===== src/rtl/video_macros.svh =====
// Video controller constants

`ifndef VIDEO_MACROS_SVH
`define VIDEO_MACROS_SVH

// Bus word width.
`define VIDEO_DATA_W 32

// Beam position width.
`define VIDEO_POS_W 11

// Visible extent on both axes.
`define VIDEO_EXTENT 720

// Longest line in bytes, and the line buffer shape.
`define VIDEO_MAX_PITCH 640
`define VIDEO_LINE_WORDS (`VIDEO_MAX_PITCH / 4)
`define VIDEO_LINE_AW $clog2(`VIDEO_LINE_WORDS)

// Colour width.
`define VIDEO_RGB_W 24

`endif

===== src/rtl/vram_bus_pkg.sv =====
// VRAM bus types

package vram_bus_pkg;

	`include "video_macros.svh"

	typedef logic [`VIDEO_DATA_W-1:0] vram_addr_t;
	typedef logic [`VIDEO_DATA_W-1:0] vram_data_t;

	// Current owner of the VRAM port.
	typedef enum logic [1:0] {
		GRANT_NONE  = 2'd0,
		GRANT_FETCH = 2'd1,
		GRANT_CPU   = 2'd2
	} vram_grant_e;

endpackage


===== src/rtl/vram_arbiter.sv =====
// VRAM port arbiter

`timescale 1ns/1ps

module vram_arbiter import vram_bus_pkg::*; (
	input  logic       i_clock,
	input  logic       i_rst_n,
	input  logic       i_fetch_req,
	input  vram_addr_t i_fetch_addr,
	output vram_data_t o_fetch_rdata,
	output logic       o_fetch_ready,
	input  logic       i_cpu_req,
	input  logic       i_cpu_rw,
	input  vram_addr_t i_cpu_addr,
	input  vram_data_t i_cpu_wdata,
	output vram_data_t o_cpu_rdata,
	output logic       o_cpu_ready,
	output logic       o_vram_request,
	output logic       o_vram_rw,
	output vram_addr_t o_vram_address,
	output vram_data_t o_vram_wdata,
	input  vram_data_t i_vram_rdata,
	input  logic       i_vram_ready
);

	vram_grant_e grant;

	// Fetch wins a tie, an owner keeps the port until its ready.
	always_ff @(posedge i_clock or negedge i_rst_n) begin
		if (!i_rst_n) begin
			grant <= GRANT_NONE;
		end else if (grant == GRANT_NONE) begin
			if (i_fetch_req) begin
				grant <= GRANT_FETCH;
			end else if (i_cpu_req) begin
				grant <= GRANT_CPU;
			end
		end else if (i_vram_ready) begin
			grant <= GRANT_NONE;
		end
	end

	// Owner onto the VRAM port.
	always_comb begin
		case (grant)
			GRANT_FETCH: begin
				o_vram_request = i_fetch_req;
				o_vram_rw      = 1'b0;
				o_vram_address = i_fetch_addr;
				o_vram_wdata   = '0;
			end
			GRANT_CPU: begin
				o_vram_request = i_cpu_req;
				o_vram_rw      = i_cpu_rw;
				o_vram_address = i_cpu_addr;
				o_vram_wdata   = i_cpu_wdata;
			end
			default: begin
				o_vram_request = 1'b0;
				o_vram_rw      = 1'b0;
				o_vram_address = '0;
				o_vram_wdata   = '0;
			end
		endcase
	end

	// Responses go back to the owner only.
	assign o_fetch_ready = (grant == GRANT_FETCH) && i_vram_ready;
	assign o_cpu_ready   = (grant == GRANT_CPU) && i_vram_ready;
	assign o_fetch_rdata = (grant == GRANT_FETCH) ? i_vram_rdata : '0;
	assign o_cpu_rdata   = (grant == GRANT_CPU) ? i_vram_rdata : '0;

endmodule


===== config.mk =====
export PLATFORM = sky130hd
export DESIGN_NAME = vram_arbiter
export DESIGN_NICKNAME = d
export VERILOG_FILES = /design/src/rtl/vram_bus_pkg.sv /design/src/rtl/vram_arbiter.sv
export VERILOG_INCLUDE_DIRS = /design/src /design/src/rtl
export SDC_FILE = /design/constraint.sdc
export NUM_CORES = 1
export LEC_CHECK = 0
export ABC_AREA = 1
export BUFFER_PORTS_ARGS = -buffer_cell sky130_fd_sc_hd__buf_4
export CORE_AREA = 2 2 103 105
export DETAILED_ROUTE_END_ITERATION = 8
export DIE_AREA = 0 0 105 107
export GPL_ROUTABILITY_DRIVEN = 0
export PLACE_DENSITY_LB_ADDON = 0.1
export SLEW_MARGIN = 40
export SYNTH_ARGS = -nofsm -noshare
export SYNTH_HDL_FRONTEND = slang
export SYNTH_SLANG_ARGS = --single-unit

===== constraint.sdc =====
create_clock -name i_clock -period 3 [get_ports i_clock]
set_input_delay 0.3 -clock i_clock [delete_from_list [all_inputs] [get_ports i_clock]]
set_output_delay 0.3 -clock i_clock [all_outputs]
set_load 0.1 [all_outputs]

==> metrics <==
initial DRC count 148; final setup violating endpoints 0; Buffers & Inverters on Critical Path 3; detailed-route DRC error count 0; most frequent cells in the layout buf_4 (267), nand2_1 (170), inv_1 (103), a21oi_1 (33), clkbuf_8 (3); die width 105 um; H-tree Lvls 1; status complete, no violations; gr usage total 12.4%; syn_nets 473; CP Max Fanout 39; routed via count 2690; IO Port Bufs 265; Slew Limit Fails 0; top cells by area, synth nand2_1 (45%), inv_1 (27%), a21oi_1 (12%); max frequency 419 MHz; min Tclk post-route 2.38 ns; clk slew on worst S/H paths 0.03 ns; biggest regs grant x2; RR Startpoint grant[0]; Routed Antenna Nets 0; max-cap viol count 0; hold crit path type primary input to flop; IO Pins 266; Root Buffer clkbuf_8; first-pass GRT wire length 11600 um; worst stage delay on the critical path 0.54 ns; hold path depth 3; Ys Warns 0; sequential area share after synthesis 3.54%; Largest Register grant; grt ovf 0; Mapped Cells 336; CP Depth 6; vias per inst 3.72; number of buffers created by CTS 3; Detailed Place HPWL 6680 um; RSZ-0062 raised after global routing no; worst slew pin tran 0.557 ns; share of cells above drive strength 1 46.6%; Hold Vio Cnt, Final 0; Final period util 79.5%; worst clock skew 0.00160 ns; CP Class flop to output port; pin count of the biggest net entering global routing 43; startpoint class of the critical path flop; Yosys cell types 12; most common cell after layout, fill and taps aside buf_4; 1st-pass router iterations 4; Hold Path End grant[1]; fill count 1144; Top delay family on crit path buffers and inverters; final WL 8100 um; Worst-Skew Late Latency 0.21 ns; Final #Nets 727; clk buf depth 2; initial antenna violation count 0; mean post-synth cell area 4.21 um2; worst path cell trace inv_1 -> ha_2 -> buf_12 -> nand2_1 -> a21oi_1 -> buf_4; max reg flops 2; min-delay src i_cpu_req; flops & latches, synth 2; vias in the first global route 2317; Critical Path RT 2.70 ns; row cnt 37; RR Endpoint grant[0]; Area growth syn-to-layout 153%; Reg2Reg Depth 5; crit path capture type output port; # diodes 0; Max-slew headroom 62.8%; R2R Setup Slk 1.92 ns; Setup TNS 0 ns; cell taking the most area after synthesis nand2_1; Synth Cell Area 0.00142 mm2; Initial Util 14.0%; post-synth top area share 45.1%; Core ar. 0.0101 mm2; post-DR wirelength/cell 11.2 um; CTS tree yes; die height 107 um; CP max stage cell ha_2; die footprint 0.0112 mm2; Arr. time, crit path 2.08 ns; Sink Count 2
[what timing repair did]
| action | 4_1_cts | 5_1_grt |
|---|---|---|
| hold buffers | 1 | 0 |
| hold endpoints to repair | 2 | 0 |
| gates resized for setup | 0 | 0 |
| buffers inserted | 0 | 0 |
[layout make-up]
| cell class | count | area, um2 | area share, % |
|---|---|---|---|
| sequential | 2 | 50.0 | 1.40 |
| tap | 136 | 170 | 4.76 |
| inverter | 103 | 387 | 10.8 |
| timing repair buffer | 270 | 2050 | 57.4 |
| multi-input combinational | 210 | 875 | 24.4 |
| clock buffer | 3 | 41.3 | 1.15 |
[metrics by stage]
step	utilization (%)	cells	cell area [um2]	setup WS, ns	hold WS (ns)
6_report	35.4	724	3580	0.615	0.310
3_5_place_dp	34.9	720	3530	0.812	0.0849
4_1_cts	35.4	724	3580	0.580	0.309
5_1_grt	35.4	724	3580	0.416	0.353
2_1_floorplan	-	336	1420	0.275	0.00441
3_3_place_gp	34.9	720	3530	0.805	0.0864
[routing by layer]
metal | routed length (um) | share of wire [%] | track usage, %
met5 | 0 | 0 | 0
met4 | 48 | 0.59 | 1.90
met3 | 599 | 7.4 | 2.67
met2 | 4430 | 55 | 24.9
met1 | 3020 | 37 | 13.5
[cell usage after synthesis (all sizes together)]
| cell | n |
|---|---|
| inv | 103 |
| o21ai | 1 |
| ha | 3 |
| nand3 | 2 |
| nand2 | 170 |
| dfrtp | 2 |
| buf | 21 |
| a21oi | 33 |
| nor2 | 1 |
[cell families (layout without fill, tap and decap cells)]
logic type / after synthesis / after routing / share of synthesized area, %
AO/OA/AOI/OAI: 34 / 34 / 12.0
AND/OR/NAND/NOR: 173 / 173 / 46.1
adder cells (fa/ha/maj): 3 / 3 / 2.65
buffers and inverters: 124 / 376 / 35.7
flip-flops: 2 / 2 / 3.54
[how the worst max path moves through the flow]
stage	startpoint	end
floorplan	grant[0]	o_vram_address[10]
global placement	grant[1]	o_vram_address[2]
detailed placement	grant[1]	o_vram_address[30]
CTS	grant[1]	o_vram_address[30]
global route	grant[0]	o_vram_address[1]
finish	grant[1]	o_vram_address[30]
[tightest hold or removal path: stages]
cell and delay [ns]:
buf_4 0.09, nand2_1 0.04, nand2_1 0.05
Power is left out: the tool's default activity adds up to more than one toggle a clock period on the data nets, which glitch-free logic cannot reach.
