File: src/rtl/video_macros.svh
// Video controller constants

`ifndef VIDEO_MACROS_SVH
`define VIDEO_MACROS_SVH

// Bus word width.
`define VIDEO_DATA_W 32

// Beam position width.
`define VIDEO_POS_W 11

// Visible extent on both axes.
`define VIDEO_EXTENT 720

// Longest line in bytes, and the line buffer shape.
`define VIDEO_MAX_PITCH 640
`define VIDEO_LINE_WORDS (`VIDEO_MAX_PITCH / 4)
`define VIDEO_LINE_AW $clog2(`VIDEO_LINE_WORDS)

// Colour width.
`define VIDEO_RGB_W 24

`endif
File: src/rtl/vram_bus_pkg.sv
// VRAM bus types

package vram_bus_pkg;

	`include "video_macros.svh"

	typedef logic [`VIDEO_DATA_W-1:0] vram_addr_t;
	typedef logic [`VIDEO_DATA_W-1:0] vram_data_t;

	// Current owner of the VRAM port.
	typedef enum logic [1:0] {
		GRANT_NONE  = 2'd0,
		GRANT_FETCH = 2'd1,
		GRANT_CPU   = 2'd2
	} vram_grant_e;

endpackage

File: src/rtl/video_regs_pkg.sv
// Register side types

package video_regs_pkg;

	// Top nibble of the CPU offset.
	// Values other than E and F go to VRAM.
	typedef enum logic [3:0] {
		REGION_VRAM    = 4'h0,
		REGION_PALETTE = 4'hE,
		REGION_REGS    = 4'hF
	} cpu_region_e;

	// Control register index.
	typedef enum logic [2:0] {
		REG_READ_OFFSET = 3'd0,
		REG_PITCH       = 3'd1,
		REG_SKIP_MODE   = 3'd2,
		REG_SKIP_X      = 3'd3,
		REG_SKIP_Y      = 3'd4,
		REG_FRAME_COUNT = 3'd5
	} ctrl_reg_e;

	// Bit 0 doubles pixels, bit 1 doubles lines.
	typedef logic [1:0] skip_mode_t;

	// CPU address, seen as a VRAM offset or as a palette/register index.
	typedef union packed {
		struct packed {
			logic [7:0]  unused;
			logic [23:0] offset;
		} mem;
		struct packed {
			logic [7:0]  unused_hi;
			cpu_region_e region;
			logic [9:0]  unused_lo;
			logic [7:0]  entry;
			logic [1:0]  byte_sel;
		} csr;
	} cpu_addr_u;

endpackage

File: src/rtl/video_line_fetch.sv
// Line fetcher

`timescale 1ns/1ps
`include "video_macros.svh"

module video_line_fetch import video_regs_pkg::*, vram_bus_pkg::*; (
	input  logic                        i_clock,
	input  logic                        i_rst_n,
	input  logic                        i_video_hblank,
	input  logic                        i_video_vblank,
	input  logic [`VIDEO_DATA_W-1:0]    i_read_offset,
	input  logic [`VIDEO_DATA_W-1:0]    i_pitch,
	input  skip_mode_t                  i_skip_mode,
	input  logic [`VIDEO_POS_W-1:0]     i_skip_y,
	output logic                        o_fetch_req,
	output vram_addr_t                  o_fetch_addr,
	input  vram_data_t                  i_fetch_rdata,
	input  logic                        i_fetch_ready,
	output logic                        o_line_wr_en,
	output logic [`VIDEO_LINE_AW-1:0]   o_line_wr_addr,
	output logic [`VIDEO_DATA_W-1:0]    o_line_wr_data,
	output logic [`VIDEO_DATA_W-1:0]    o_frame_count
);

	logic [1:0]                hs;
	logic [1:0]                vs;
	logic [`VIDEO_POS_W-1:0]   row_num;
	logic [`VIDEO_POS_W-1:0]   y_limit;
	logic [`VIDEO_DATA_W-1:0]  row_offset;
	logic [`VIDEO_LINE_AW-1:0] column;
	logic                      row_ok;
	logic                      start;
	logic                      word_done;
	logic                      last_word;

	assign y_limit   = `VIDEO_POS_W'(`VIDEO_EXTENT) - i_skip_y;
	// Inside the Y window, odd rows only when lines are doubled.
	assign row_ok    = (row_num >= i_skip_y) && (row_num < y_limit) &&
		(!i_skip_mode[1] || row_num[0]);
	assign start     = (hs == 2'b01) && (vs == 2'b00) && row_ok;
	assign word_done = o_fetch_req && i_fetch_ready;
	assign last_word = (vram_data_t'(column) + 1'b1) >= (i_pitch >> 2);

	always_ff @(posedge i_clock or negedge i_rst_n) begin
		if (!i_rst_n) begin
			hs            <= '0;
			vs            <= '0;
			row_num       <= '0;
			row_offset    <= '0;
			column        <= '0;
			o_frame_count <= '0;
			o_fetch_req   <= 1'b0;
			o_line_wr_en  <= 1'b0;
		end else begin
			hs           <= {hs[0], i_video_hblank};
			vs           <= {vs[0], i_video_vblank};
			o_line_wr_en <= word_done;
			// New frame.
			if (vs == 2'b01) begin
				row_num       <= '0;
				row_offset    <= '0;
				o_frame_count <= o_frame_count + 1'b1;
			end
			if (hs == 2'b01 && vs == 2'b00) begin
				row_num <= row_num + 1'b1;
			end
			if (word_done) begin
				column <= column + 1'b1;
				if (last_word) begin
					o_fetch_req <= 1'b0;
				end
			end
			if (start) begin
				column      <= '0;
				row_offset  <= row_offset + i_pitch;
				o_fetch_req <= 1'b1;
			end
		end
	end

	// Burst address and line buffer data.
	always_ff @(posedge i_clock) begin
		if (start) begin
			o_fetch_addr <= i_read_offset + row_offset;
		end else if (word_done) begin
			o_fetch_addr <= o_fetch_addr + 3'd4;
		end
		if (word_done) begin
			o_line_wr_addr <= column;
			o_line_wr_data <= i_fetch_rdata;
		end
	end

endmodule

File: config.mk
export PLATFORM = sky130hd
export DESIGN_NAME = video_line_fetch
export DESIGN_NICKNAME = d
export VERILOG_FILES = /design/src/rtl/vram_bus_pkg.sv /design/src/rtl/video_regs_pkg.sv /design/src/rtl/video_line_fetch.sv
export VERILOG_INCLUDE_DIRS = /design/src /design/src/rtl
export SDC_FILE = /design/constraint.sdc
export NUM_CORES = 1
export LEC_CHECK = 0
export BUFFER_PORTS_ARGS = -buffer_cell sky130_fd_sc_hd__buf_2
export CORE_MARGIN = 2
export CORE_UTILIZATION = 50
export DETAILED_ROUTE_END_ITERATION = 6
export GPL_ROUTABILITY_DRIVEN = 0
export PLACE_DENSITY = 0.74
export SYNTH_ARGS = -nofsm -noshare
export SYNTH_HDL_FRONTEND = slang
export SYNTH_SLANG_ARGS = --single-unit
File: constraint.sdc
create_clock -name i_clock -period 4.2 [get_ports i_clock]
set_clock_uncertainty 0.2 [all_clocks]
set_input_delay 0.42 -clock i_clock [delete_from_list [all_inputs] [get_ports i_clock]]
set_output_delay 0.42 -clock i_clock [all_outputs]
set_load 0.005 [all_outputs]
==> impl_metrics.yaml, run 1 <==
timing:
  finalSetupTns_ns: 0
  holdWs_ns: 0.1313
  setup-violations-final: 0
  fin_crit_ns: 3.760
  hold_viol_final: 0
  rsz0062_at_grt: "false"
  relSlewSlack: 0.4142
  period_share: 0.8951
  fmax_mhz: 266.0
  drv_slew: 0
  tightest_slew_ns: 0.8707
detailed_routing:
  dr.pass1.iters: 4
  drtAntennaViolNets: 0
  drt-total-wl_mm: 26.01
  wire_per_inst_um: 15.63
  drc_errors: 0
  vias: 9200
  initialDrtViolationCount: 439
  viasPerCell: 5.529
grt:
  grt_use_total: 0.2290
  grt_pass1_vias: 8508
  grt_pass1_wl_mm: 41.43
  grt_overflow: 0
  grt_max_degree: 70
  antenna_found_initial: 8
cells_and_area:
  area_growth_pct: 22.37
  mostFrequentLayoutCell: "buf_2"
  mostFrequentLayoutCells: "buf_2 (217), nand2_1 (102), ha_1 (97)"
  num-nets-final: 1584
  drive_gt1_frac: 0.2030
  fill_cells: 1823
synthesis:
  async_reset_ff_frac: 0.5528
  yosysTopAreaCell: "dfrtp_1"
  seq_area_frac_synth: 0.4085
  synth_cell_type_count: 63
  yosysWarnings: 0
  synth_ff_type: "dfrtp_1"
  synth_edf_count: 72
  syn_avg_cell_area_sq_um: 9.610
  ys_ff_latch: 161
  syn_area_sq_mm: 0.01074
  yosys.area.top_type_share: 0.2073
  ys_top_cells_by_area: "dfrtp_1 (21%), edfxtp_1 (20%), ha_1 (11%)"
  syn_nets: 1331
  synth_cells: 1118
pwr:
  ir_drop_mv: 0.2950
  p_leak_uw: 0.006405
  power_density_mw_per_mm2: 273.1
floorplan:
  start_util: 0.5095
  rows: 53
  core_area_sq_mm: 0.02109
  design.die.area_sq_mm: 0.02268
  die_w_um: 150.6
  io_pins: 220
  die_h_um: 150.6
worst_setup_path:
  r2r_end: "o_fetch_addr[30]$_DFFE_PP_"
  crit_path_end_kind: "register"
  required_ns: 4.15
  rrSetupSlack_ns: 0.63
  r2r_start: "row_offset[0]$_DFFE_PN0P_"
  cp-start-kind: "primary input"
  crit_path_start: "i_skip_y[1]"
  reg2regPathDepth: 11
  cpPeakStageDelay_ns: 0.39
  endpoint: "o_fetch_addr[30]$_DFFE_PP_"
  crit_type: "in2reg"
  cp.arrival_ns: 3.71
  crit_chain: "buf_2, inv_1, ha_1, nand3_1, a21oi_1, nor3_1, o21ai_0, xnor2_1, ha_1, a221oi_1, o211ai_1, o41ai_1, buf_4, nand3_4, inv_1, buf_12, o21ai_0, o41ai_1, a311oi_1"
  critPathMaxFanout: 24
  crit_slowest_cell: "o41ai_1"
status:
  status: "completed"
clock_network:
  ctsHtreeMaxLevel: 4
  clock-sinks: 161
  clk_pin_slew_ns: 0.07
  clk_path_buf_depth: 2
  cts_resized: 0
  clock_latency_ns: 0.43
  numCtsBuffers: 17
  cts_root_buffer: "clkbuf_16"
  post_cts_buffers: 0
  cts_tree: "yes"
  hold_buffers: 35
min_path:
  hold_class: "in2reg"
  min_from: "i_pitch[0]"
placed_design:
  portBuffers: 218
  hpwlAfterDp_mm: 19.98
run:
  cap_violations: 0
[layer usage]
metal | GRT usage | routed length, um | up-vias
li1 | - | - | 4644
met2 | 0.3618 | 12090 | 239
met1 | 0.3099 | 11670 | 4272
met5 | 0 | 24 | -
met4 | 0.08832 | 647 | 4
met3 | 0.04818 | 1580 | 41
[final cells by class]
class / count / area, sq um / area share
Antenna cell: 5 / 12.51 / 0.0009517
Clock buffer: 17 / 425.4 / 0.03236
Clock inverter: 15 / 160.2 / 0.01218
Inverter: 41 / 153.9 / 0.01171
Multi-Input combinational cell: 886 / 6098 / 0.4638
Sequential cell: 161 / 4389 / 0.3338
Tap cell: 275 / 344.1 / 0.02617
Timing Repair Buffer: 264 / 1564 / 0.1190
[through the flow]
stage / instance area [sq um] / utilization / total power [uW] / cells / setup WS (ns)
after detailed placement: 12200 / 0.5785 / 2069 / 1592 / -0.03416
final: 13150 / 0.6235 / 3590 / 1664 / 0.4405
after floorplan: 10750 / - / 1913 / 1118 / 0.1356
after global routing: 13140 / 0.6231 / 3744 / 1661 / 0.09603
after CTS: 13140 / 0.6229 / 3623 / 1659 / 0.4245
after global placement: 12200 / 0.5785 / 2058 / 1592 / 0.07131
[report_power, final]
part / switching [uW] / leakage, uW / internal [uW] / total [uW]
Combinational: 187 / 0.00424 / 172 / 358
Clock: 729 / 0.000283 / 797 / 1530
Sequential: 36.9 / 0.00189 / 1670 / 1710
[Yosys cell counts (all sizes together), types with 15 or more instances]
cell type	count
nand2	103
ha	97
dfrtp	89
xnor2	87
nand3	79
o21ai	78
edfxtp	72
nor2	68
a21oi	62
a21o	44
xor2	42
inv	41
nand4	25
and3	22
clkbuf	22
nor3	17
o21bai	15
[flip-flops by register name, summed over array words and instances (netlist names)]
register	cells
column	8
hs	2
o_fetch_addr	32
o_fetch_req	1
o_frame_count	32
o_line_wr_addr	8
o_line_wr_data	32
o_line_wr_en	1
row_num	11
row_offset	32
vs	2
[worst min-delay path by stage]
stage | slack (ns) | cells after the start | to
after floorplan | -0.08 | 0 | column[0]$_DFFE_PN0P_
after global placement | 0.19 | 0 | hs[1]$_DFF_PN0_
after detailed placement | 0.19 | 0 | hs[1]$_DFF_PN0_
after CTS | 0.12 | 4 | row_offset[0]$_DFFE_PN0P_
after global routing | 0.15 | 4 | row_offset[0]$_DFFE_PN0P_
final | 0.13 | 4 | row_offset[0]$_DFFE_PN0P_
[cell families (layout without fill, tap and decap cells)]
logic type	after synthesis	after routing	share of synthesized area
AOI/OAI and AO/OA	287	287	0.1736
xor gates and xnor gates	129	129	0.1052
adders and majority gates	99	99	0.1167
buffers and inverters	71	337	0.02527
DFF	161	161	0.4085
muxes	2	2	0.001863
other	0	5	0
and+or+nand+nor	369	369	0.1689
[worst max-delay path, delay by kind of cell]
kind / cells / cell delay, ns
simple gates: 3 / 0.30
xor+xnor: 1 / 0.14
compound gates: 8 / 1.57
buf+inv: 5 / 0.83
fa+ha+maj: 2 / 0.44
No activity file was read; power rests on OpenSTA's default activity.
==> run 2, diff against run 1 <==
--- a/config.mk
+++ b/config.mk
@@ -11,7 +11,7 @@
 export CORE_UTILIZATION = 50
 export DETAILED_ROUTE_END_ITERATION = 6
 export GPL_ROUTABILITY_DRIVEN = 0
-export PLACE_DENSITY = 0.74
+export PLACE_DENSITY = 0.71
 export SYNTH_ARGS = -nofsm -noshare
 export SYNTH_HDL_FRONTEND = slang
 export SYNTH_SLANG_ARGS = --single-unit
==> run 2 against run 1 <==
  * Combinational power is 1% higher
  * Register-to-register slack better by 0.05 ns
  * Largest cell class unchanged
  * Critical path depth is 1 lower
  * Die area stayed put
  * Critical path type unchanged
  * Non-clock buffer count is 1 higher
==> impl_metrics.yaml, run 2 (synthesis gave the netlist of run 1 again) <==
status:
  status: "completed"
floorplan:
  io_pins: 220
  die_h_um: 150.6
  start_util: 0.5095
  design.die.area_sq_mm: 0.02268
  core_area_sq_mm: 0.02109
  rows: 53
  die_w_um: 150.6
grt:
  grt_use_total: 0.2277
  grt_pass1_vias: 8420
  grt_pass1_wl_mm: 40.99
  grt_max_degree: 94
  antenna_found_initial: 5
  grt_overflow: 0
detailed_routing:
  drt-total-wl_mm: 25.87
  initialDrtViolationCount: 310
  wire_per_inst_um: 15.55
  viasPerCell: 5.468
  drtAntennaViolNets: 0
  dr.pass1.iters: 5
  drc_errors: 0
  vias: 9099
cells_and_area:
  drive_gt1_frac: 0.2036
  final_cell_count_no_fill: 1664
  area_growth_pct: 22.35
  mostFrequentLayoutCell: "buf_2"
  num-nets-final: 1585
  mostFrequentLayoutCells: "buf_2 (217), nand2_1 (102), ha_1 (97)"
timing:
  setup-violations-final: 0
  period_share: 0.8797
  fmax_mhz: 270.7
  rsz0062_at_grt: "false"
  drv_slew: 0
  hold_viol_final: 0
  tightest_slew_ns: 0.8743
  finalSetupTns_ns: 0
  relSlewSlack: 0.4117
  fin_crit_ns: 3.695
min_path:
  min_from: "i_pitch[0]"
  hold_class: "in2reg"
pwr:
  p_leak_uw: 0.006417
  finalPower_uw: 3584
  ir_drop_mv: 0.3294
  power_density_mw_per_mm2: 272.7
worst_setup_path:
  cp-start-kind: "primary input"
  r2r_start: "row_offset[0]$_DFFE_PN0P_"
  critPathMaxFanout: 4
  crit_path_start: "i_skip_y[1]"
  crit_chain: "buf_2, inv_1, ha_1, nand3_1, a21oi_1, nor3_1, o21ai_0, xnor2_1, ha_1, a221oi_1, o211ai_1, o41ai_1, buf_4, nand3_4, inv_1, nor2_1, a311o_1, a211oi_1"
  crit_type: "in2reg"
  cp.arrival_ns: 3.75
  crit_slowest_cell: "o41ai_1"
  crit_path_end_kind: "register"
  required_ns: 4.26
  cpPeakStageDelay_ns: 0.35
run:
  cap_violations: 0
clock_network:
  clock-sinks: 161
  clk_pin_slew_ns: 0.07
  ctsHtreeMaxLevel: 4
  numCtsBuffers: 17
  cts_root_buffer: "clkbuf_16"
  clock_latency_ns: 0.44
  cts_tree: "yes"
  clk_path_buf_depth: 2
placed_design:
  hpwlAfterDp_mm: 19.81
  portBuffers: 218
  dp_cells: 1593
## run 2: critical path, delay by kind of cell
family	cells	cell delay (ns)
buf+inv	4	0.58
fa+ha+maj	2	0.46
simple gates	4	0.38
xor+xnor	1	0.15
compound gates	7	1.75
## run 2: area by class of cell
class,count,area [sq um]
Antenna cell,4,10.01
Clock buffer,17,425.4
Clock inverter,15,152.6
Fill cell,1824,7943
Inverter,41,153.9
Multi-Input combinational cell,886,6098
Sequential cell,161,4389
Tap cell,275,344.1
Timing Repair Buffer,265,1572
## run 2: report_power, final
group | switching, uW | internal (uW)
sequential | 38.1 | 1670
clock | 718 | 796
combinational | 190 | 173
## run 2: per-stage QoR
stage | setup WS (ns) | hold WS, ns | utilization | cell area (sq um)
global placement | 0.07679 | 0.1922 | 0.5789 | 12210
floorplan | 0.1356 | -0.07559 | - | 10750
finish | 0.5054 | 0.1083 | 0.6234 | 13150
global route | 0.1768 | 0.1142 | 0.6231 | 13140
CTS | 0.4851 | 0.09502 | 0.6229 | 13140
detailed placement | 0.04420 | 0.2077 | 0.5789 | 12210
## run 2: per-layer routing
| metal | wire, um | vias to the layer above | track usage |
|---|---|---|---|
| met1 | 11570 | 4214 | 0.3078 |
| met5 | 14 | - | 0 |
| met2 | 12340 | 208 | 0.3625 |
| met4 | 563 | 4 | 0.07897 |
| met3 | 1387 | 35 | 0.05030 |
| li1 | - | 4638 | - |
## run 2: what timing repair did
action,in CTS,in global routing
resized for setup,0,0
setup buffers,0,0
hold buffers,35,0
hold endpoints to repair,90,0
## run 2: path summary, 6_finish.rpt
| check | endpoint | slack [ns] | cells after the start |
|---|---|---|---|
| max in group asynchronous | row_num[1]$_DFFE_PN0P_ | 2.53 | 3 |
| worst max-delay path | o_fetch_addr[15]$_DFFE_PP_ | 0.51 | 18 |
| worst min-delay path | row_offset[0]$_DFFE_PN0P_ | 0.11 | 4 |
| worst min register to register | hs[1]$_DFF_PN0_ | 0.22 | 0 |
| min in group asynchronous | o_frame_count[29]$_DFFE_PN0P_ | 0.36 | 2 |
| worst max register to register | o_fetch_addr[30]$_DFFE_PP_ | 0.68 | 11 |
==> run 3, diff against run 2 <==
--- a/config.mk
+++ b/config.mk
@@ -9,9 +9,11 @@
 export BUFFER_PORTS_ARGS = -buffer_cell sky130_fd_sc_hd__buf_2
 export CORE_MARGIN = 2
 export CORE_UTILIZATION = 50
+export CTS_BUF_LIST = sky130_fd_sc_hd__clkbuf_8
 export DETAILED_ROUTE_END_ITERATION = 6
 export GPL_ROUTABILITY_DRIVEN = 0
 export PLACE_DENSITY = 0.71
+export SLEW_MARGIN = 25
 export SYNTH_ARGS = -nofsm -noshare
 export SYNTH_HDL_FRONTEND = slang
 export SYNTH_SLANG_ARGS = --single-unit
==> constraint.sdc (replaced) <==
create_clock -name i_clock -period 4 [get_ports i_clock]
set_clock_uncertainty 0.2 [all_clocks]
set_input_delay 0.4 -clock i_clock [delete_from_list [all_inputs] [get_ports i_clock]]
set_output_delay 0.4 -clock i_clock [all_outputs]
set_load 0.005 [all_outputs]
==> run 3 against run 2 <==
  * Worst hold slack worse by 0.063 ns
  * Combinational power rose by 5%
  * Design area shrank 0.79%
  * Total power fell by 5.4%
  * Die area unchanged
  * Critical path depth did not move
  * First-iteration DRC count grew 8.4%
  * Setup slack got worse by 0.14 ns
  * Clock power down 19%
  * Critical path type unchanged
  * Critical endpoint unchanged
  * Largest cell class unchanged
==> impl_metrics.yaml, run 3 (synthesis gave the netlist of run 1 again) <==
cells_and_area:
  mostFrequentLayoutCells: "buf_2 (217), nand2_1 (102), ha_1 (97)"
  post-route-util: 0.6184
  drive_gt1_frac: 0.2093
  area_growth_pct: 21.38
  num-nets-final: 1595
  mostFrequentLayoutCell: "buf_2"
  final_cell_count_no_fill: 1672
  fill_cells: 1844
floorplan:
  core_area_sq_mm: 0.02109
  die_h_um: 150.6
  rows: 53
  io_pins: 220
  die_w_um: 150.6
  design.die.area_sq_mm: 0.02268
  start_util: 0.5095
grt:
  grt_pass1_wl_mm: 42.21
  grt_use_total: 0.2317
  grt_max_degree: 66
  grt_overflow: 0
  grt_pass1_vias: 8712
  antenna_found_initial: 4
clock_network:
  numCtsBuffers: 17
  clock_latency_ns: 0.46
  clock-sinks: 161
  cts_tree: "yes"
  post_cts_buffers: 0
  cts_resized: 0
  hold_buffers: 35
  clk_path_buf_depth: 2
  clk_pin_slew_ns: 0.11
  cts_root_buffer: "clkbuf_8"
  ctsHtreeMaxLevel: 4
timing:
  tightest_slew_ns: 0.8305
  fin_crit_ns: 3.639
  setup-violations-final: 0
  relSlewSlack: 0.4421
  hold_viol_final: 0
  rsz0062_at_grt: "false"
  fmax_mhz: 274.8
  period_share: 0.9098
  finalSetupTns_ns: 0
  drv_slew: 0
min_path:
  hold_class: "in2reg"
  hold-path-cell-count: 4
  min_from: "i_pitch[0]"
  holdPathEnd: "row_offset[0]$_DFFE_PN0P_"
pwr:
  p_leak_uw: 0.006375
  power_density_mw_per_mm2: 259.9
  ir_drop_mv: 0.2093
placed_design:
  dp_cells: 1603
  portBuffers: 218
  hpwlAfterDp_mm: 20.10
detailed_routing:
  initialDrtViolationCount: 336
  wire_per_inst_um: 15.53
  drc_errors: 0
  drt-total-wl_mm: 25.96
  viasPerCell: 5.477
  dr.pass1.iters: 4
  drtAntennaViolNets: 0
  vias: 9157
worst_setup_path:
  reg2regPathDepth: 12
  cp.arrival_ns: 3.73
  crit_path_end_kind: "register"
  cp-start-kind: "primary input"
  required_ns: 4.09
  r2r_end: "o_fetch_addr[30]$_DFFE_PP_"
  r2r_start: "row_offset[0]$_DFFE_PN0P_"
  rrSetupSlack_ns: 0.57
  crit_type: "in2reg"
  critPathMaxFanout: 5
run:
  cap_violations: 0
status:
  status: "completed"
run 3: area by class of cell:
class,count,area [sq um],area share
clock inverter,15,177.7,0.01362
timing repair buffer,275,1634,0.1253
clock buffer,17,234.0,0.01794
inverter,41,153.9,0.01180
tap,275,344.1,0.02638
antenna,2,5.005,0.0003838
multi-input combinational,886,6103,0.4680
sequential,161,4389,0.3366
run 3: stage by stage:
step | total power, uW | instance area (sq um) | hold WS [ns] | setup WS (ns)
2_1_floorplan | 2009 | 10750 | -0.09559 | 0.1168
3_3_place_gp | 2170 | 12270 | 0.1926 | -0.04563
3_5_place_dp | 2180 | 12270 | 0.1990 | -0.1627
4_1_cts | 3425 | 13040 | 0.01579 | 0.3207
5_1_grt | 3536 | 13040 | 0.04622 | 0.02882
6_report | 3390 | 13040 | 0.04562 | 0.3607
run 3: worst max-delay path by stage:
stage,startpoint,end,slack [ns],cells past startpoint
after detailed placement,i_skip_y[1],o_fetch_addr[15]$_DFFE_PP_,-0.16,18
final,i_skip_y[1],o_fetch_addr[15]$_DFFE_PP_,0.36,18
after global routing,i_skip_y[1],o_fetch_addr[15]$_DFFE_PP_,0.03,18
after floorplan,i_skip_y[1],o_fetch_addr[10]$_DFFE_PP_,0.12,16
after CTS,i_skip_y[1],o_fetch_addr[15]$_DFFE_PP_,0.32,18
after global placement,i_skip_y[1],o_fetch_addr[15]$_DFFE_PP_,-0.05,18
run 3: layer usage:
metal | vias up | global-route usage | wire length [um]
met5 | - | 0 | 13
met4 | 2 | 0.07850 | 505
met3 | 34 | 0.04182 | 1466
met2 | 234 | 0.3702 | 12320
met1 | 4235 | 0.3189 | 11660
li1 | 4652 | - | -
run 3: critical path, cell delays in order:
cell      delay, ns
buf_2          0.10
inv_1          0.07
ha_1           0.19
nand3_1        0.12
a21oi_1        0.22
nor3_1         0.09
o21ai_0        0.19
xnor2_1        0.14
ha_1           0.26
a221oi_1       0.29
o211ai_1       0.16
o41ai_1        0.41
buf_4          0.19
nand3_4        0.08
inv_1          0.22
nor2_1         0.08
a311o_1        0.32
a211oi_1       0.20
run 3: power breakdown:
part | leakage, uW | internal, uW | switching (uW)
clock network | 0.000205 | 483 | 733
registers | 0.00189 | 1750 | 42.0
logic | 0.00428 | 183 | 198
total | 0.00637 | 2420 | 973
