===== src/rtl/video_macros.svh =====
// Video controller constants

`ifndef VIDEO_MACROS_SVH
`define VIDEO_MACROS_SVH

// Bus word width.
`define VIDEO_DATA_W 32

// Beam position width.
`define VIDEO_POS_W 11

// Visible extent on both axes.
`define VIDEO_EXTENT 720

// Longest line in bytes, and the line buffer shape.
`define VIDEO_MAX_PITCH 640
`define VIDEO_LINE_WORDS (`VIDEO_MAX_PITCH / 4)
`define VIDEO_LINE_AW $clog2(`VIDEO_LINE_WORDS)

// Colour width.
`define VIDEO_RGB_W 24

`endif

===== src/rtl/vram_bus_pkg.sv =====
// VRAM bus types

package vram_bus_pkg;

	`include "video_macros.svh"

	typedef logic [`VIDEO_DATA_W-1:0] vram_addr_t;
	typedef logic [`VIDEO_DATA_W-1:0] vram_data_t;

	// Current owner of the VRAM port.
	typedef enum logic [1:0] {
		GRANT_NONE  = 2'd0,
		GRANT_FETCH = 2'd1,
		GRANT_CPU   = 2'd2
	} vram_grant_e;

endpackage


===== src/rtl/video_regs_pkg.sv =====
// Register side types

package video_regs_pkg;

	// Top nibble of the CPU offset.
	// Values other than E and F go to VRAM.
	typedef enum logic [3:0] {
		REGION_VRAM    = 4'h0,
		REGION_PALETTE = 4'hE,
		REGION_REGS    = 4'hF
	} cpu_region_e;

	// Control register index.
	typedef enum logic [2:0] {
		REG_READ_OFFSET = 3'd0,
		REG_PITCH       = 3'd1,
		REG_SKIP_MODE   = 3'd2,
		REG_SKIP_X      = 3'd3,
		REG_SKIP_Y      = 3'd4,
		REG_FRAME_COUNT = 3'd5
	} ctrl_reg_e;

	// Bit 0 doubles pixels, bit 1 doubles lines.
	typedef logic [1:0] skip_mode_t;

	// CPU address, seen as a VRAM offset or as a palette/register index.
	typedef union packed {
		struct packed {
			logic [7:0]  unused;
			logic [23:0] offset;
		} mem;
		struct packed {
			logic [7:0]  unused_hi;
			cpu_region_e region;
			logic [9:0]  unused_lo;
			logic [7:0]  entry;
			logic [1:0]  byte_sel;
		} csr;
	} cpu_addr_u;

endpackage


===== src/rtl/video_cpu_ctrl.sv =====
// CPU access controller

`timescale 1ns/1ps
`include "video_macros.svh"

module video_cpu_ctrl import video_regs_pkg::*, vram_bus_pkg::*; (
	input  logic                        i_clock,
	input  logic                        i_rst_n,
	input  logic                        i_cpu_request,
	input  logic                        i_cpu_rw,
	input  cpu_addr_u                   i_cpu_address,
	input  logic [`VIDEO_DATA_W-1:0]    i_cpu_wdata,
	output logic [`VIDEO_DATA_W-1:0]    o_cpu_rdata,
	output logic                        o_cpu_ready,
	output logic                        o_vram_req,
	output logic                        o_vram_rw,
	output vram_addr_t                  o_vram_addr,
	output vram_data_t                  o_vram_wdata,
	input  vram_data_t                  i_vram_rdata,
	input  logic                        i_vram_ready,
	output logic                        o_pal_wr_en,
	output logic [7:0]                  o_pal_wr_addr,
	output logic [`VIDEO_RGB_W-1:0]     o_pal_wr_data,
	input  logic [`VIDEO_DATA_W-1:0]    i_frame_count,
	output logic [`VIDEO_DATA_W-1:0]    o_read_offset,
	output logic [`VIDEO_DATA_W-1:0]    o_pitch,
	output skip_mode_t                  o_skip_mode,
	output logic [`VIDEO_POS_W-1:0]     o_skip_x,
	output logic [`VIDEO_POS_W-1:0]     o_skip_y
);

	typedef enum logic [2:0] {
		ST_IDLE,
		ST_VRAM_WAIT,
		ST_PALETTE,
		ST_REGISTER,
		ST_RELEASE
	} state_e;

	state_e                   state;
	cpu_addr_u                addr_q;
	logic                     rw_q;
	logic [`VIDEO_DATA_W-1:0] wdata_q;
	ctrl_reg_e                reg_idx;
	logic [`VIDEO_DATA_W-1:0] reg_rdata;

	// Request fields, captured when leaving idle.
	always_ff @(posedge i_clock) begin
		if (state == ST_IDLE && i_cpu_request) begin
			addr_q  <= i_cpu_address;
			rw_q    <= i_cpu_rw;
			wdata_q <= i_cpu_wdata;
		end
	end

	assign o_vram_rw    = rw_q;
	assign o_vram_addr  = vram_addr_t'({8'h00, addr_q.mem.offset});
	assign o_vram_wdata = wdata_q;

	// Palette write lasts the single palette cycle.
	assign o_pal_wr_en   = (state == ST_PALETTE) && rw_q;
	assign o_pal_wr_addr = addr_q.csr.entry;
	assign o_pal_wr_data = wdata_q[`VIDEO_RGB_W-1:0];

	assign reg_idx = ctrl_reg_e'(addr_q.csr.entry[2:0]);

	// Register read mux.
	always_comb begin
		case (reg_idx)
			REG_READ_OFFSET: reg_rdata = o_read_offset;
			REG_PITCH:       reg_rdata = o_pitch;
			REG_SKIP_MODE:   reg_rdata = `VIDEO_DATA_W'(o_skip_mode);
			REG_SKIP_X:      reg_rdata = `VIDEO_DATA_W'(o_skip_x);
			REG_SKIP_Y:      reg_rdata = `VIDEO_DATA_W'(o_skip_y);
			REG_FRAME_COUNT: reg_rdata = i_frame_count;
			default:         reg_rdata = '0;
		endcase
	end

	// ==================================================================
	// Access sequencer
	// ==================================================================

	always_ff @(posedge i_clock or negedge i_rst_n) begin
		if (!i_rst_n) begin
			state         <= ST_IDLE;
			o_cpu_ready   <= 1'b0;
			o_cpu_rdata   <= '0;
			o_vram_req    <= 1'b0;
			o_read_offset <= '0;
			o_pitch       <= `VIDEO_DATA_W'(`VIDEO_MAX_PITCH);
			o_skip_mode   <= '0;
			o_skip_x      <= '0;
			o_skip_y      <= '0;
		end else begin
			case (state)
				ST_IDLE: begin
					if (i_cpu_request) begin
						case (i_cpu_address.csr.region)
							REGION_PALETTE: state <= ST_PALETTE;
							REGION_REGS:    state <= ST_REGISTER;
							default: begin
								o_vram_req <= 1'b1;
								state      <= ST_VRAM_WAIT;
							end
						endcase
					end
				end
				ST_VRAM_WAIT: begin
					if (i_vram_ready) begin
						o_vram_req  <= 1'b0;
						o_cpu_rdata <= i_vram_rdata;
						o_cpu_ready <= 1'b1;
						state       <= ST_RELEASE;
					end
				end
				ST_PALETTE: begin
					o_cpu_rdata <= '0;
					o_cpu_ready <= 1'b1;
					state       <= ST_RELEASE;
				end
				ST_REGISTER: begin
					if (rw_q) begin
						case (reg_idx)
							REG_READ_OFFSET: o_read_offset <= wdata_q;
							REG_PITCH:       o_pitch       <= wdata_q;
							REG_SKIP_MODE:   o_skip_mode   <= wdata_q[1:0];
							REG_SKIP_X:      o_skip_x      <= wdata_q[`VIDEO_POS_W-1:0];
							REG_SKIP_Y:      o_skip_y      <= wdata_q[`VIDEO_POS_W-1:0];
							default:         ;
						endcase
					end
					o_cpu_rdata <= rw_q ? '0 : reg_rdata;
					o_cpu_ready <= 1'b1;
					state       <= ST_RELEASE;
				end
				// Hold ready until the CPU lets go.
				ST_RELEASE: begin
					o_cpu_ready <= i_cpu_request;
					if (!i_cpu_request) begin
						state <= ST_IDLE;
					end
				end
				default: state <= ST_IDLE;
			endcase
		end
	end

endmodule


===== config.mk =====
export PLATFORM = sky130hd
export DESIGN_NAME = video_cpu_ctrl
export DESIGN_NICKNAME = d
export VERILOG_FILES = /design/src/rtl/vram_bus_pkg.sv /design/src/rtl/video_regs_pkg.sv /design/src/rtl/video_cpu_ctrl.sv
export VERILOG_INCLUDE_DIRS = /design/src /design/src/rtl
export SDC_FILE = /design/constraint.sdc
export NUM_CORES = 1
export LEC_CHECK = 0
export ABC_AREA = 1
export BUFFER_PORTS_ARGS = -buffer_cell sky130_fd_sc_hd__buf_2
export CORE_MARGIN = 2
export CORE_UTILIZATION = 30
export CTS_CLUSTER_SIZE = 20
export DETAILED_ROUTE_END_ITERATION = 10
export GPL_ROUTABILITY_DRIVEN = 0
export PLACE_DENSITY_LB_ADDON = 0.1
export SYNTH_ARGS = -nofsm -noshare
export SYNTH_HDL_FRONTEND = slang
export SYNTH_SLANG_ARGS = --single-unit

===== constraint.sdc =====
create_clock -name i_clock -period 4.5 [get_ports i_clock]
set_input_delay 0.225 -clock i_clock [delete_from_list [all_inputs] [get_ports i_clock]]
set_output_delay 0.225 -clock i_clock [all_outputs]
set_load 0.03 [all_outputs]

==> impl_results.md, run 1 <==
- Global-route wire length before repair: 43,400 µm
- Max-slew violations: 0
- Largest net degree at the start of global routing: 94
- Post-synth ARST share: 68.7%
- Area grow syn2layout: 34.7%
- Pre-CTS setup slack: 1630 ps
- Yosys reg bits: 182
- Register area: 4840 µm²
- Final WL: 29,000 µm
- Share of layout cells above drive strength 1: 33.6%
- Die area: 28,300 µm²
- Post-cts sizing count: 0
- Setup TNS: 0 ps
- Max-Cap Viols: 0
- DRC viols: 0
- Layout fillers: 2,777
- Number of global-route vias before repair: 7,142
- CP max FO: 34
- Antenna violations before repair: 1
- I/O Buffers: 336
- Hold path depth: 4
- YS warnings: 0
- Critical R2R Launch: addr_q[2]
- Mean area per synthesized cell: 9.49 µm²
- Synth top area share: 38.0%
- Num CTS Buffers: 17
- Max VDD drop: 0.263 mV
- Maximum clock frequency: 348 MHz
- RSZ-0062 raised after global routing: false
- Final critical-path required period: 2870 ps
- Crit path DAT: 3210 ps
- Synth Cell Area: 8100 µm²
- Met3 wire len: 1590 µm
- Clock-pin transition on the worst setup and hold timing paths: 80 ps
- Ys flop type: dfrtp_1
- Post-DP HPWL: 20,300 µm
- ANT nets after route: 0
- Most numerous cell in the Yosys netlist: nand2_1
- Worst-Margin Slew: 1060 ps
- Total congestion overflow: 0
- Total Power: 6.02 mW
- Final Hold Fails: 0
- Met2 routed WL: 12,800 µm
- Worst R2R End: o_cpu_rdata[22]
- Final setup margin: 1630 ps
- Clk_skew: 13.6 ps
- Worst skew pair latency: 430 ps
- Distinct cell type count after synthesis: 33
- Vias per std cell: 4.70
- Min-delay worst type: in -> reg
- CP startpoint kind: flip-flop
- HP Start: i_vram_ready
- Routed length per instance: 18.7 µm
- Top cells by area, synth: dfrtp_1 (38%), edfxtp_1 (21%), nand2_1 (9.7%)
- Worst r2r path cells: 7
- Clk sinks: 182
- H-tree depth: 4
- Leakage: 5.41 nW
- Synth Instances: 854
- Relative slew slack: 29.4%
- CTS root buf: clkbuf_16
- Iteration-0 DRC Markers: 530
- Critical setup path kind: reg -> reg
- Seq/Total Area, Yosys: 59.7%
- Pwr Density: 552 nW/µm²
- Reg2Reg Setup Slack: 1630 ps
- End of the worst hold path: state[0]
- DRT Pass-1 Iters: 5
- CTS Buffer Depth: 2
- Post-synth EDFFs: 57
- Critical path required time: 4840 ps
- CTS tree: built
- Critical Path End Type: flip-flop
- Synth area leader: dfrtp_1
- I/O pin cnt: 353
- Period utilization: 63.8%
- Hold_ws: 66.1 ps
- Status: finished clean
- Multi-input gate area: 2570 µm²
- Top sig layer: met4
- Metal-1 WL: 13,900 µm
- Vias post-DR: 7,282
- Chip width: 168 µm
- Global Route Usage Sum: 20.3%
- Post-layout net count: 1,326
- List of most frequent post-synthesis cells: nand2_1 (209), dfrtp_1 (123), o21ai_0 (109)
- Finish-stage setup viols: 0
- # rows: 60
- Die Y: 168 µm
- Starting Density: 30.3%
- Core Region: 26,700 µm²
[worst max-delay path: stages, from the launching register on]
cell and delay, ps:
edfxtp_1 820, buf_4 330, nand3_4 350, inv_1 690
nand2_1 140, nand3_1 190, nand2_1 70, a21oi_1 170
[cells in the final DEF (no fill, tap or decap), types with 3 or more instances in the layout]
cell,instances
a21oi_1,47
a21oi_2,8
buf_2,335
buf_4,11
clkbuf_16,17
clkinv_8,3
conb_1,8
dfrtp_1,123
dlygate4sd3_1,58
edfxtp_1,57
inv_1,32
inv_2,4
inv_6,3
inv_8,5
nand2_1,209
nand3_1,55
nand4_1,25
nor2_1,61
nor2_4,4
o21ai_0,109
o21ai_1,11
[how the worst max path moves through the flow]
stage                     slack, ps      start  depth (start not counted)               to
after floorplan                1020   state[1]                          3        addr_q[0]
after global placement         1650  addr_q[2]                          7  o_cpu_rdata[31]
after detailed placement       1630  addr_q[2]                          7  o_cpu_rdata[22]
after CTS                      1600  addr_q[2]                          7  o_cpu_rdata[22]
after global routing           1340  addr_q[2]                          7  o_cpu_rdata[22]
final                          1630  addr_q[2]                          7  o_cpu_rdata[22]
[per-layer routing]
layer / GRT usage, % / vias to the layer above
met4: 7.01 / 0
met2: 29.5 / 277
li1: - / 3491
met3: 4.14 / 31
met1: 29.9 / 3483
met5: 0 / -
[final cells by class]
cell class                      count  area share (%)
Antenna cell                        2          0.0458
Clock inverter                     14            1.43
Timing Repair Buffer              405            21.5
Tap cell                          341            3.91
Multi-Input combinational cell    550            23.5
Clock buffer                       18            3.93
Sequential cell                   182            44.4
Inverter                           37            1.29
[metrics by stage]
| stage | std cells | utilization (%) | area (µm²) |
|---|---|---|---|
| global placement | 1457 | 36.5 | 9750 |
| floorplan | 861 | - | 8130 |
| finish | 1549 | 40.9 | 10900 |
| global route | 1548 | 40.8 | 10900 |
| CTS | 1547 | 40.8 | 10900 |
| detailed placement | 1457 | 36.5 | 9750 |
[state kept, by name, summed over array words and instances, names as in the netlist]
| register | count |
|---|---|
| o_read_offset | 32 |
| addr_q | 24 |
| o_skip_y | 11 |
| o_vram_req | 1 |
| o_vram_rw | 1 |
| o_cpu_ready | 1 |
| state | 3 |
| o_skip_mode | 2 |
| o_vram_wdata | 32 |
| o_pitch | 32 |
| o_cpu_rdata | 32 |
| o_skip_x | 11 |
[where the power goes]
group          internal (mW)  switching, mW  total (mW)
registers               2.11          0.267        2.38
clock network          0.749          0.756        1.50
logic                  0.554           1.59        2.14
[logic make-up (layout without fill, tap and decap cells)]
| group | count (synthesis) | after routing | share of synthesized area (%) |
|---|---|---|---|
| buffers and inverters | 129 | 474 | 9.00 |
| AND/OR/NAND/NOR | 365 | 365 | 19.8 |
| other | 1 | 10 | 0.0463 |
| flip-flops | 182 | 182 | 59.7 |
| AO/OA/AOI/OAI | 177 | 177 | 11.4 |
[what timing repair did]
action                                 CTS  global route
hold buffers                            58             0
buffers inserted                         0             0
endpoints found under the hold margin  147             0
No activity file was read; power rests on OpenSTA's default activity.
==> inputs of run 2 (changes only) <==
--- a/config.mk
+++ b/config.mk
@@ -6,7 +6,7 @@
 export SDC_FILE = /design/constraint.sdc
 export NUM_CORES = 1
 export LEC_CHECK = 0
-export ABC_AREA = 1
+export ABC_AREA = 0
 export BUFFER_PORTS_ARGS = -buffer_cell sky130_fd_sc_hd__buf_2
 export CORE_MARGIN = 2
 export CORE_UTILIZATION = 30
==> constraint.sdc (replaced) <==
create_clock -name i_clock -period 2.32 [get_ports i_clock]
set_input_delay 0.116 -clock i_clock [delete_from_list [all_inputs] [get_ports i_clock]]
set_output_delay 0.116 -clock i_clock [all_outputs]
set_load 0.03 [all_outputs]
==> run 2 against run 1 <==
Against the previous run:
- sequential share of layout area decreased by 1.5 points
- clock power up 110%
- sequential power increased by 88%
- sequential cell count is the same
- setup slack worse by 1400 ps
- via count down 12%
- die area rose by 0.41%
- critical endpoint is now o_pal_wr_en
- clock skew down 4.1 ps
- clock-buffer cell count shrank 1
- combinational power rose by 93%
- critical path depth shrank 3
==> impl_results.md, run 2 <==
- Status: finished clean (unchanged)
- Ys flop type: dfrtp_1 (unchanged)
- Largest net degree at the start of global routing: 48 (was 94)
- Most numerous cell in the Yosys netlist: dfrtp_1 (was nand2_1)
- Share of layout cells above drive strength 1: 53.3% (was 33.6%)
- I/O Buffers: 336 (unchanged)
- DRT Pass-1 Iters: 5 (unchanged)
- # rows: 60 (unchanged)
- Most frequent cells in the layout: buf_2 (335), dfrtp_1 (122), mux2_2 (99), dlygate4sd3_1 (59), edfxtp_1 (57) (was buf_2 (335), nand2_1 (209), dfrtp_1 (123), o21ai_0 (109), nor2_1 (61))
- Crit path cell chain: buf_4 -> nand2b_2 -> nor3b_1 -> buf_2 (was buf_4 -> nand3_4 -> inv_1 -> nand2_1 -> nand3_1 -> nand2_1 -> a21oi_1)
- RSZ-0062 raised after global routing: false (unchanged)
- Leakage: 5.65 nW (was 5.41 nW)
- H-tree depth: 4 (unchanged)
- Final Hold Fails: 0 (unchanged)
- Final WL: 26,700 µm (was 29,000 µm)
- Post-CTS setup buffers: 0 (unchanged)
- YS warnings: 0 (unchanged)
- Post-synth EDFFs: 57 (unchanged)
- Antenna violations before repair: 3 (was 1)
- Total congestion overflow: 0 (unchanged)
- Top cells by area, synth: dfrtp_1 (38%), edfxtp_1 (21%), mux2_2 (14%) (was dfrtp_1 (38%), edfxtp_1 (21%), nand2_1 (9.7%))
- Vias per std cell: 4.96 (was 4.70)
- Iteration-0 DRC Markers: 296 (was 530)
- Worst-Margin Slew: 1080 ps (was 1060 ps)
- Crit-path max cell delay: 410 ps (was 820 ps)
- Area grow syn2layout: 38.9% (was 34.7%)
- CP max FO: 15 (was 34)
- Number of global-route vias before repair: 6,723 (was 7,142)
- Synth top area share: 37.8% (was 38.0%)
- List of most frequent post-synthesis cells: dfrtp_1 (123), mux2_2 (99), edfxtp_1 (57) (was nand2_1 (209), dfrtp_1 (123), o21ai_0 (109))
- Vias post-DR: 6,393 (was 7,282)
- Most common cell after layout, fill and taps aside: buf_2 (unchanged)
- Relative slew slack: 27.4% (was 29.4%)
- Critical path required time: 2200 ps (was 4840 ps)
- Global-route wire length before repair: 40,100 µm (was 43,400 µm)
- Finish-stage setup viols: 0 (unchanged)
- Clock-pin transition on the worst setup and hold timing paths: 80 ps (about the same)
- Post-synth ARST share: 68.7% (unchanged)
- Max-Cap Viols: 0 (unchanged)
- Max-slew violations: 0 (unchanged)
- Synth area leader: dfrtp_1 (unchanged)
- Post-DP HPWL: 18,400 µm (was 20,300 µm)
- CTS root buf: clkbuf_16 (unchanged)
- Crit-path slowest cell: dfrtp_2 (was edfxtp_1)
- Distinct cell type count after synthesis: 37 (was 33)
- CP startpoint kind: flip-flop (unchanged)
- Starting Density: 30.4% (was 30.3%)
- I/O pin cnt: 353 (unchanged)
- Routed length per instance: 20.7 µm (was 18.7 µm)
- Setup TNS: 0 ps (unchanged)
- Post-layout net count: 1,067 (was 1,326)
- Die area: 28,500 µm² (was 28,300 µm²)
- Critical setup path kind: reg -> out (was reg -> reg)
- Yosys reg bits: 182 (unchanged)
- Chip width: 169 µm (was 168 µm)
- Max VDD drop: 0.563 mV (was 0.263 mV)
- Maximum clock frequency: 468 MHz
- Num CTS Buffers: 17 (unchanged)
- Clk_skew: 9.53 ps (was 13.6 ps)
- Mean area per synthesized cell: 14.4 µm² (was 9.49 µm²)
- Synth Cell Area: 8140 µm² (was 8100 µm²)
- Seq/Total Area, Yosys: 59.5% (was 59.7%)
- Clk sinks: 182 (unchanged)
- ANT nets after route: 0 (unchanged)
- Crit path DAT: 2020 ps (was 3210 ps)
- Final critical-path required period: 2140 ps
- Pwr Density: 1030 nW/µm² (was 552 nW/µm²)
- Hold_ws: 23.9 ps (was 66.1 ps)
- Min-delay worst type: in -> reg (unchanged)
- Synth Instances: 565 (was 854)
- Core Region: 26,800 µm² (was 26,700 µm²)
- CTS Buffer Depth: 2 (unchanged)
- CTS tree: built (unchanged)
- Global Route Usage Sum: 18.6% (was 20.3%)
- Period utilization: 92.0%
- Die Y: 169 µm (was 168 µm)
- Worst skew pair latency: 430 ps (about the same)
- DRC viols: 0 (unchanged)
- Critical Path End Type: output port (was flip-flop)
[run 2: cell type report]
type | instances | area [µm²]
fillers | 2534 | 15500
flip-flops and latches | 182 | 4840
multi-input cells | 305 | 2840
repair buffers | 426 | 2570
well taps | 341 | 427
clock buffers | 17 | 425
clock inverters | 15 | 189
inverters | 2 | 7.51
diodes | 2 | 5.00
[run 2: per-layer routing]
layer | share of wire [%] | global-route usage [%] | routed length (µm)
met5 | 0.045 | 0 | 12
met4 | 1.4 | 5.32 | 367
met3 | 6.4 | 4.21 | 1700
met2 | 50 | 31.8 | 13300
met1 | 42 | 23.6 | 11200
[run 2: worst paths after layout]
path	cells after the start	slack [ps]	end	start
max in group asynchronous	3	1460	state[2]	i_rst_n
min reg2reg	1	510	o_skip_x[0]	o_skip_x[0]
min	3	20	o_cpu_rdata[21]	i_frame_count[21]
max reg2reg	3	260	o_cpu_rdata[24]	state[0]
max	4	180	o_pal_wr_en	state[2]
min in group asynchronous	2	180	o_read_offset[7]	i_rst_n
[run 2: report_power, final]
| part | switching (mW) | internal [mW] |
|---|---|---|
| Sequential | 0.453 | 4.02 |
| Clock | 1.43 | 1.65 |
| Combinational | 2.80 | 1.34 |
| Total | 4.69 | 7.01 |
[run 2: worst max-delay path, delay by kind of cell, from the launching register on]
kind,cells,cell delay [ps]
buffers and inverters,2,460
and+or+nand+nor,2,720
DFF,1,410
[run 2: what timing repair did]
action | CTS | global route
gates resized for setup | 0 | 1
setup endpoints to repair | 0 | 1
hold buffers | 59 | 0
hold endpoints to repair | 103 | 0
[run 2: logic make-up after synthesis]
group / synth area share (%)
muxes: 18.1
buffers and inverters: 6.27
and+or+nand+nor: 5.93
DFF: 59.5
other: 0.0461
AOI/OAI and AO/OA: 10.2
[run 2: stage by stage]
| step | area (µm²) | setup slack, ps | cells | util (%) | power (mW) |
|---|---|---|---|---|---|
| final | 11300 | 185 | 1290 | 42.2 | 11.7 |
| after global routing | 11300 | 116 | 1290 | 42.2 | 12.3 |
| after CTS | 11300 | 65.7 | 1288 | 42.2 | 11.8 |
| after detailed placement | 10100 | 207 | 1197 | 37.7 | 8.64 |
| after global placement | 10100 | 302 | 1197 | 37.7 | 8.58 |
| after floorplan | 8190 | -630 | 572 | - | 7.29 |
==> inputs of run 3 (changes only) <==
--- a/config.mk
+++ b/config.mk
@@ -14,6 +14,7 @@
 export DETAILED_ROUTE_END_ITERATION = 10
 export GPL_ROUTABILITY_DRIVEN = 0
 export PLACE_DENSITY_LB_ADDON = 0.1
+export RECOVER_POWER = 100
 export SYNTH_ARGS = -nofsm -noshare
 export SYNTH_HDL_FRONTEND = slang
 export SYNTH_SLANG_ARGS = --single-unit
==> run 3 against run 2 <==
Against the previous run:
- via count shrank 0.11%
- cell count unchanged
- core utilization fell by 1.3 points
- fmax down 0.20%
- global-route usage unchanged
==> impl_results.md, run 3 (synthesis results as in run 2) <==
- I/O Buffers: 336 (unchanged)
- Pwr Density: 1050 nW/µm² (was 1030 nW/µm²)
- Crit-path max cell delay: 410 ps (about the same)
- Critical setup path kind: reg -> out (unchanged)
- DRC viols: 0 (unchanged)
- Total Power: 11.5 mW (was 11.7 mW)
- Total congestion overflow: 0 (unchanged)
- Routed length per instance: 20.7 µm (about the same)
- Iteration-0 DRC Markers: 272 (was 296)
- Chip width: 169 µm (unchanged)
- Crit path from: state[2] (unchanged)
- # placed instances: 1,197 (unchanged)
- Vias per std cell: 4.95 (was 4.96)
- Placed Area: 10,100 µm² (unchanged)
- Antenna violations before repair: 3 (unchanged)
- # rows: 60 (unchanged)
- Crit path cell chain: buf_4 -> nand2b_2 -> nor3b_1 -> clkbuf_2 (was buf_4 -> nand2b_2 -> nor3b_1 -> buf_2)
- I/O pin cnt: 353 (unchanged)
- Status: finished clean (unchanged)
- Final Cell Area: 10,900 µm² (was 11,300 µm²)
- Most frequent cells in the layout: clkbuf_1 (223), dfrtp_1 (122), buf_2 (120), mux2_2 (99), dlygate4sd3_1 (59) (was buf_2 (335), dfrtp_1 (122), mux2_2 (99), dlygate4sd3_1 (59), edfxtp_1 (57))
- Clk_skew: 9.73 ps (was 9.53 ps)
- HP Start: i_frame_count[21] (unchanged)
- Final Hold Fails: 0 (unchanged)
- Multi-input gate area: 2830 µm² (was 2840 µm²)
- CTS Buffer Depth: 2 (unchanged)
- Critical path required time: 2200 ps (about the same)
- Delay-heaviest family, CP: simple AND/OR/NAND/NOR gates (unchanged)
- CP startpoint kind: flip-flop (unchanged)
- Max-Cap Viols: 0 (unchanged)
- Worst-Margin Slew: 1180 ps (was 1080 ps)
- ANT nets after route: 0 (unchanged)
- Max VDD drop: 0.565 mV (was 0.563 mV)
- Fin cells: 1,290 (unchanged)
- Relative slew slack: 21.1% (was 27.4%)
- Leakage: 4.85 nW (was 5.65 nW)
- Final critical-path required period: 2140 ps (about the same)
- DRT Pass-1 Iters: 4 (was 5)
- Post-DP HPWL: 18,400 µm (unchanged)
- Critical R2R Launch: state[1] (was state[0])
- Starting Density: 30.4% (unchanged)
- H-tree depth: 4 (unchanged)
- Final setup margin: 180 ps (was 185 ps)
- Num CTS Buffers: 17 (unchanged)
- Critical Path End Type: output port (unchanged)
- Maximum clock frequency: 467 MHz (was 468 MHz)
- Share of layout cells above drive strength 1: 29.7% (was 53.3%)
- Most common cell after layout, fill and taps aside: clkbuf_1 (was buf_2)
- Number of global-route vias before repair: 6,723 (unchanged)
- Period utilization: 92.2% (was 92.0%)
- Pre-CTS setup slack: 207 ps (unchanged)
- Finish-stage setup viols: 0 (unchanged)
- Min-delay worst type: in -> reg (unchanged)
- Global Route Usage Sum: 18.6% (unchanged)
- CTS root buf: clkbuf_16 (unchanged)
- Largest net degree at the start of global routing: 48 (unchanged)
- Layout fillers: 2,663 (was 2,534)
- Global-route wire length before repair: 40,100 µm (unchanged)
- Crit-path slowest cell: dfrtp_2 (unchanged)
- Clk sinks: 182 (unchanged)
- Die Y: 169 µm (unchanged)
- Area grow syn2layout: 34.5% (was 38.9%)
- Crit path DAT: 2020 ps (about the same)
- Vias post-DR: 6,386 (was 6,393)
- Worst skew pair latency: 430 ps (about the same)
- Register area: 4840 µm² (unchanged)
- Die area: 28,500 µm² (unchanged)
- Post-layout net count: 1,067 (unchanged)
- Max-slew violations: 0 (unchanged)
- CP max FO: 15 (unchanged)
- CTS tree: built (unchanged)
- Buffers plus inverters on the worst setup path: 2 (unchanged)
- Core Region: 26,800 µm² (unchanged)
- Clock-pin transition on the worst setup and hold timing paths: 80 ps (about the same)
- Final WL: 26,700 µm (about the same)
- RSZ-0062 raised after global routing: false (unchanged)
## run 3: cell count changes in the layout (fill, tap and decap cells not counted)
cell      before  now
nand3_1        1    2
and2_1         2    1
buf_4         26   11
clkbuf_4       0    3
and2_0         0    1
buf_12         5    2
clkbuf_2       0    7
buf_2        335  120
nand3_2        1    0
clkbuf_1       0  223
## run 3: repair_timing
item                                    in CTS  in global routing
setup buffers                                0                  0
endpoints found under the setup margin       0                  1
hold buffers                                59                  0
resized for setup                            0                  1
hold endpoints to repair                   103                  0
## run 3: routing by layer
layer	wire [µm]	GRT usage [%]
met1	11300	23.6
met2	13300	31.8
met3	1650	4.21
met4	431	5.32
met5	12	0
## run 3: worst min-delay path, delay by kind of cell
kind	cells	cell delay, ps
compound gates	2	230
buf+inv	1	80
## run 3: final timing paths
path,end,slack (ps),depth (start not counted)
max,o_pal_wr_en,180,4
min in group asynchronous,o_read_offset[7],460,2
max reg2reg,addr_q[12],200,3
min,o_cpu_rdata[21],30,3
max in group asynchronous,o_cpu_rdata[29],690,3
min reg2reg,o_cpu_rdata[31],510,1
## run 3: final cells by class
type / count / share of cell area [%]
sequential: 182 / 44.2
multi-input combinational: 305 / 25.9
timing repair buffer: 426 / 20.3
tap: 341 / 3.90
clock buffer: 17 / 3.89
clock inverter: 15 / 1.73
inverter: 2 / 0.0686
antenna: 2 / 0.0457
## run 3: stage by stage
step / TNS [ps] / util (%) / hold WS, ps
floorplan: -36520 / - / -180
detailed placement: 0 / 37.7 / 76.3
finish: 0 / 40.8 / 26.2
global route: 0 / 40.8 / 19.4
CTS: 0 / 42.2 / 3.48
global placement: 0 / 37.7 / 73.1
## run 3: where the power goes
part	internal, mW	switching, mW
Sequential	4.02	0.475
Clock	1.65	1.43
Combinational	1.11	2.80
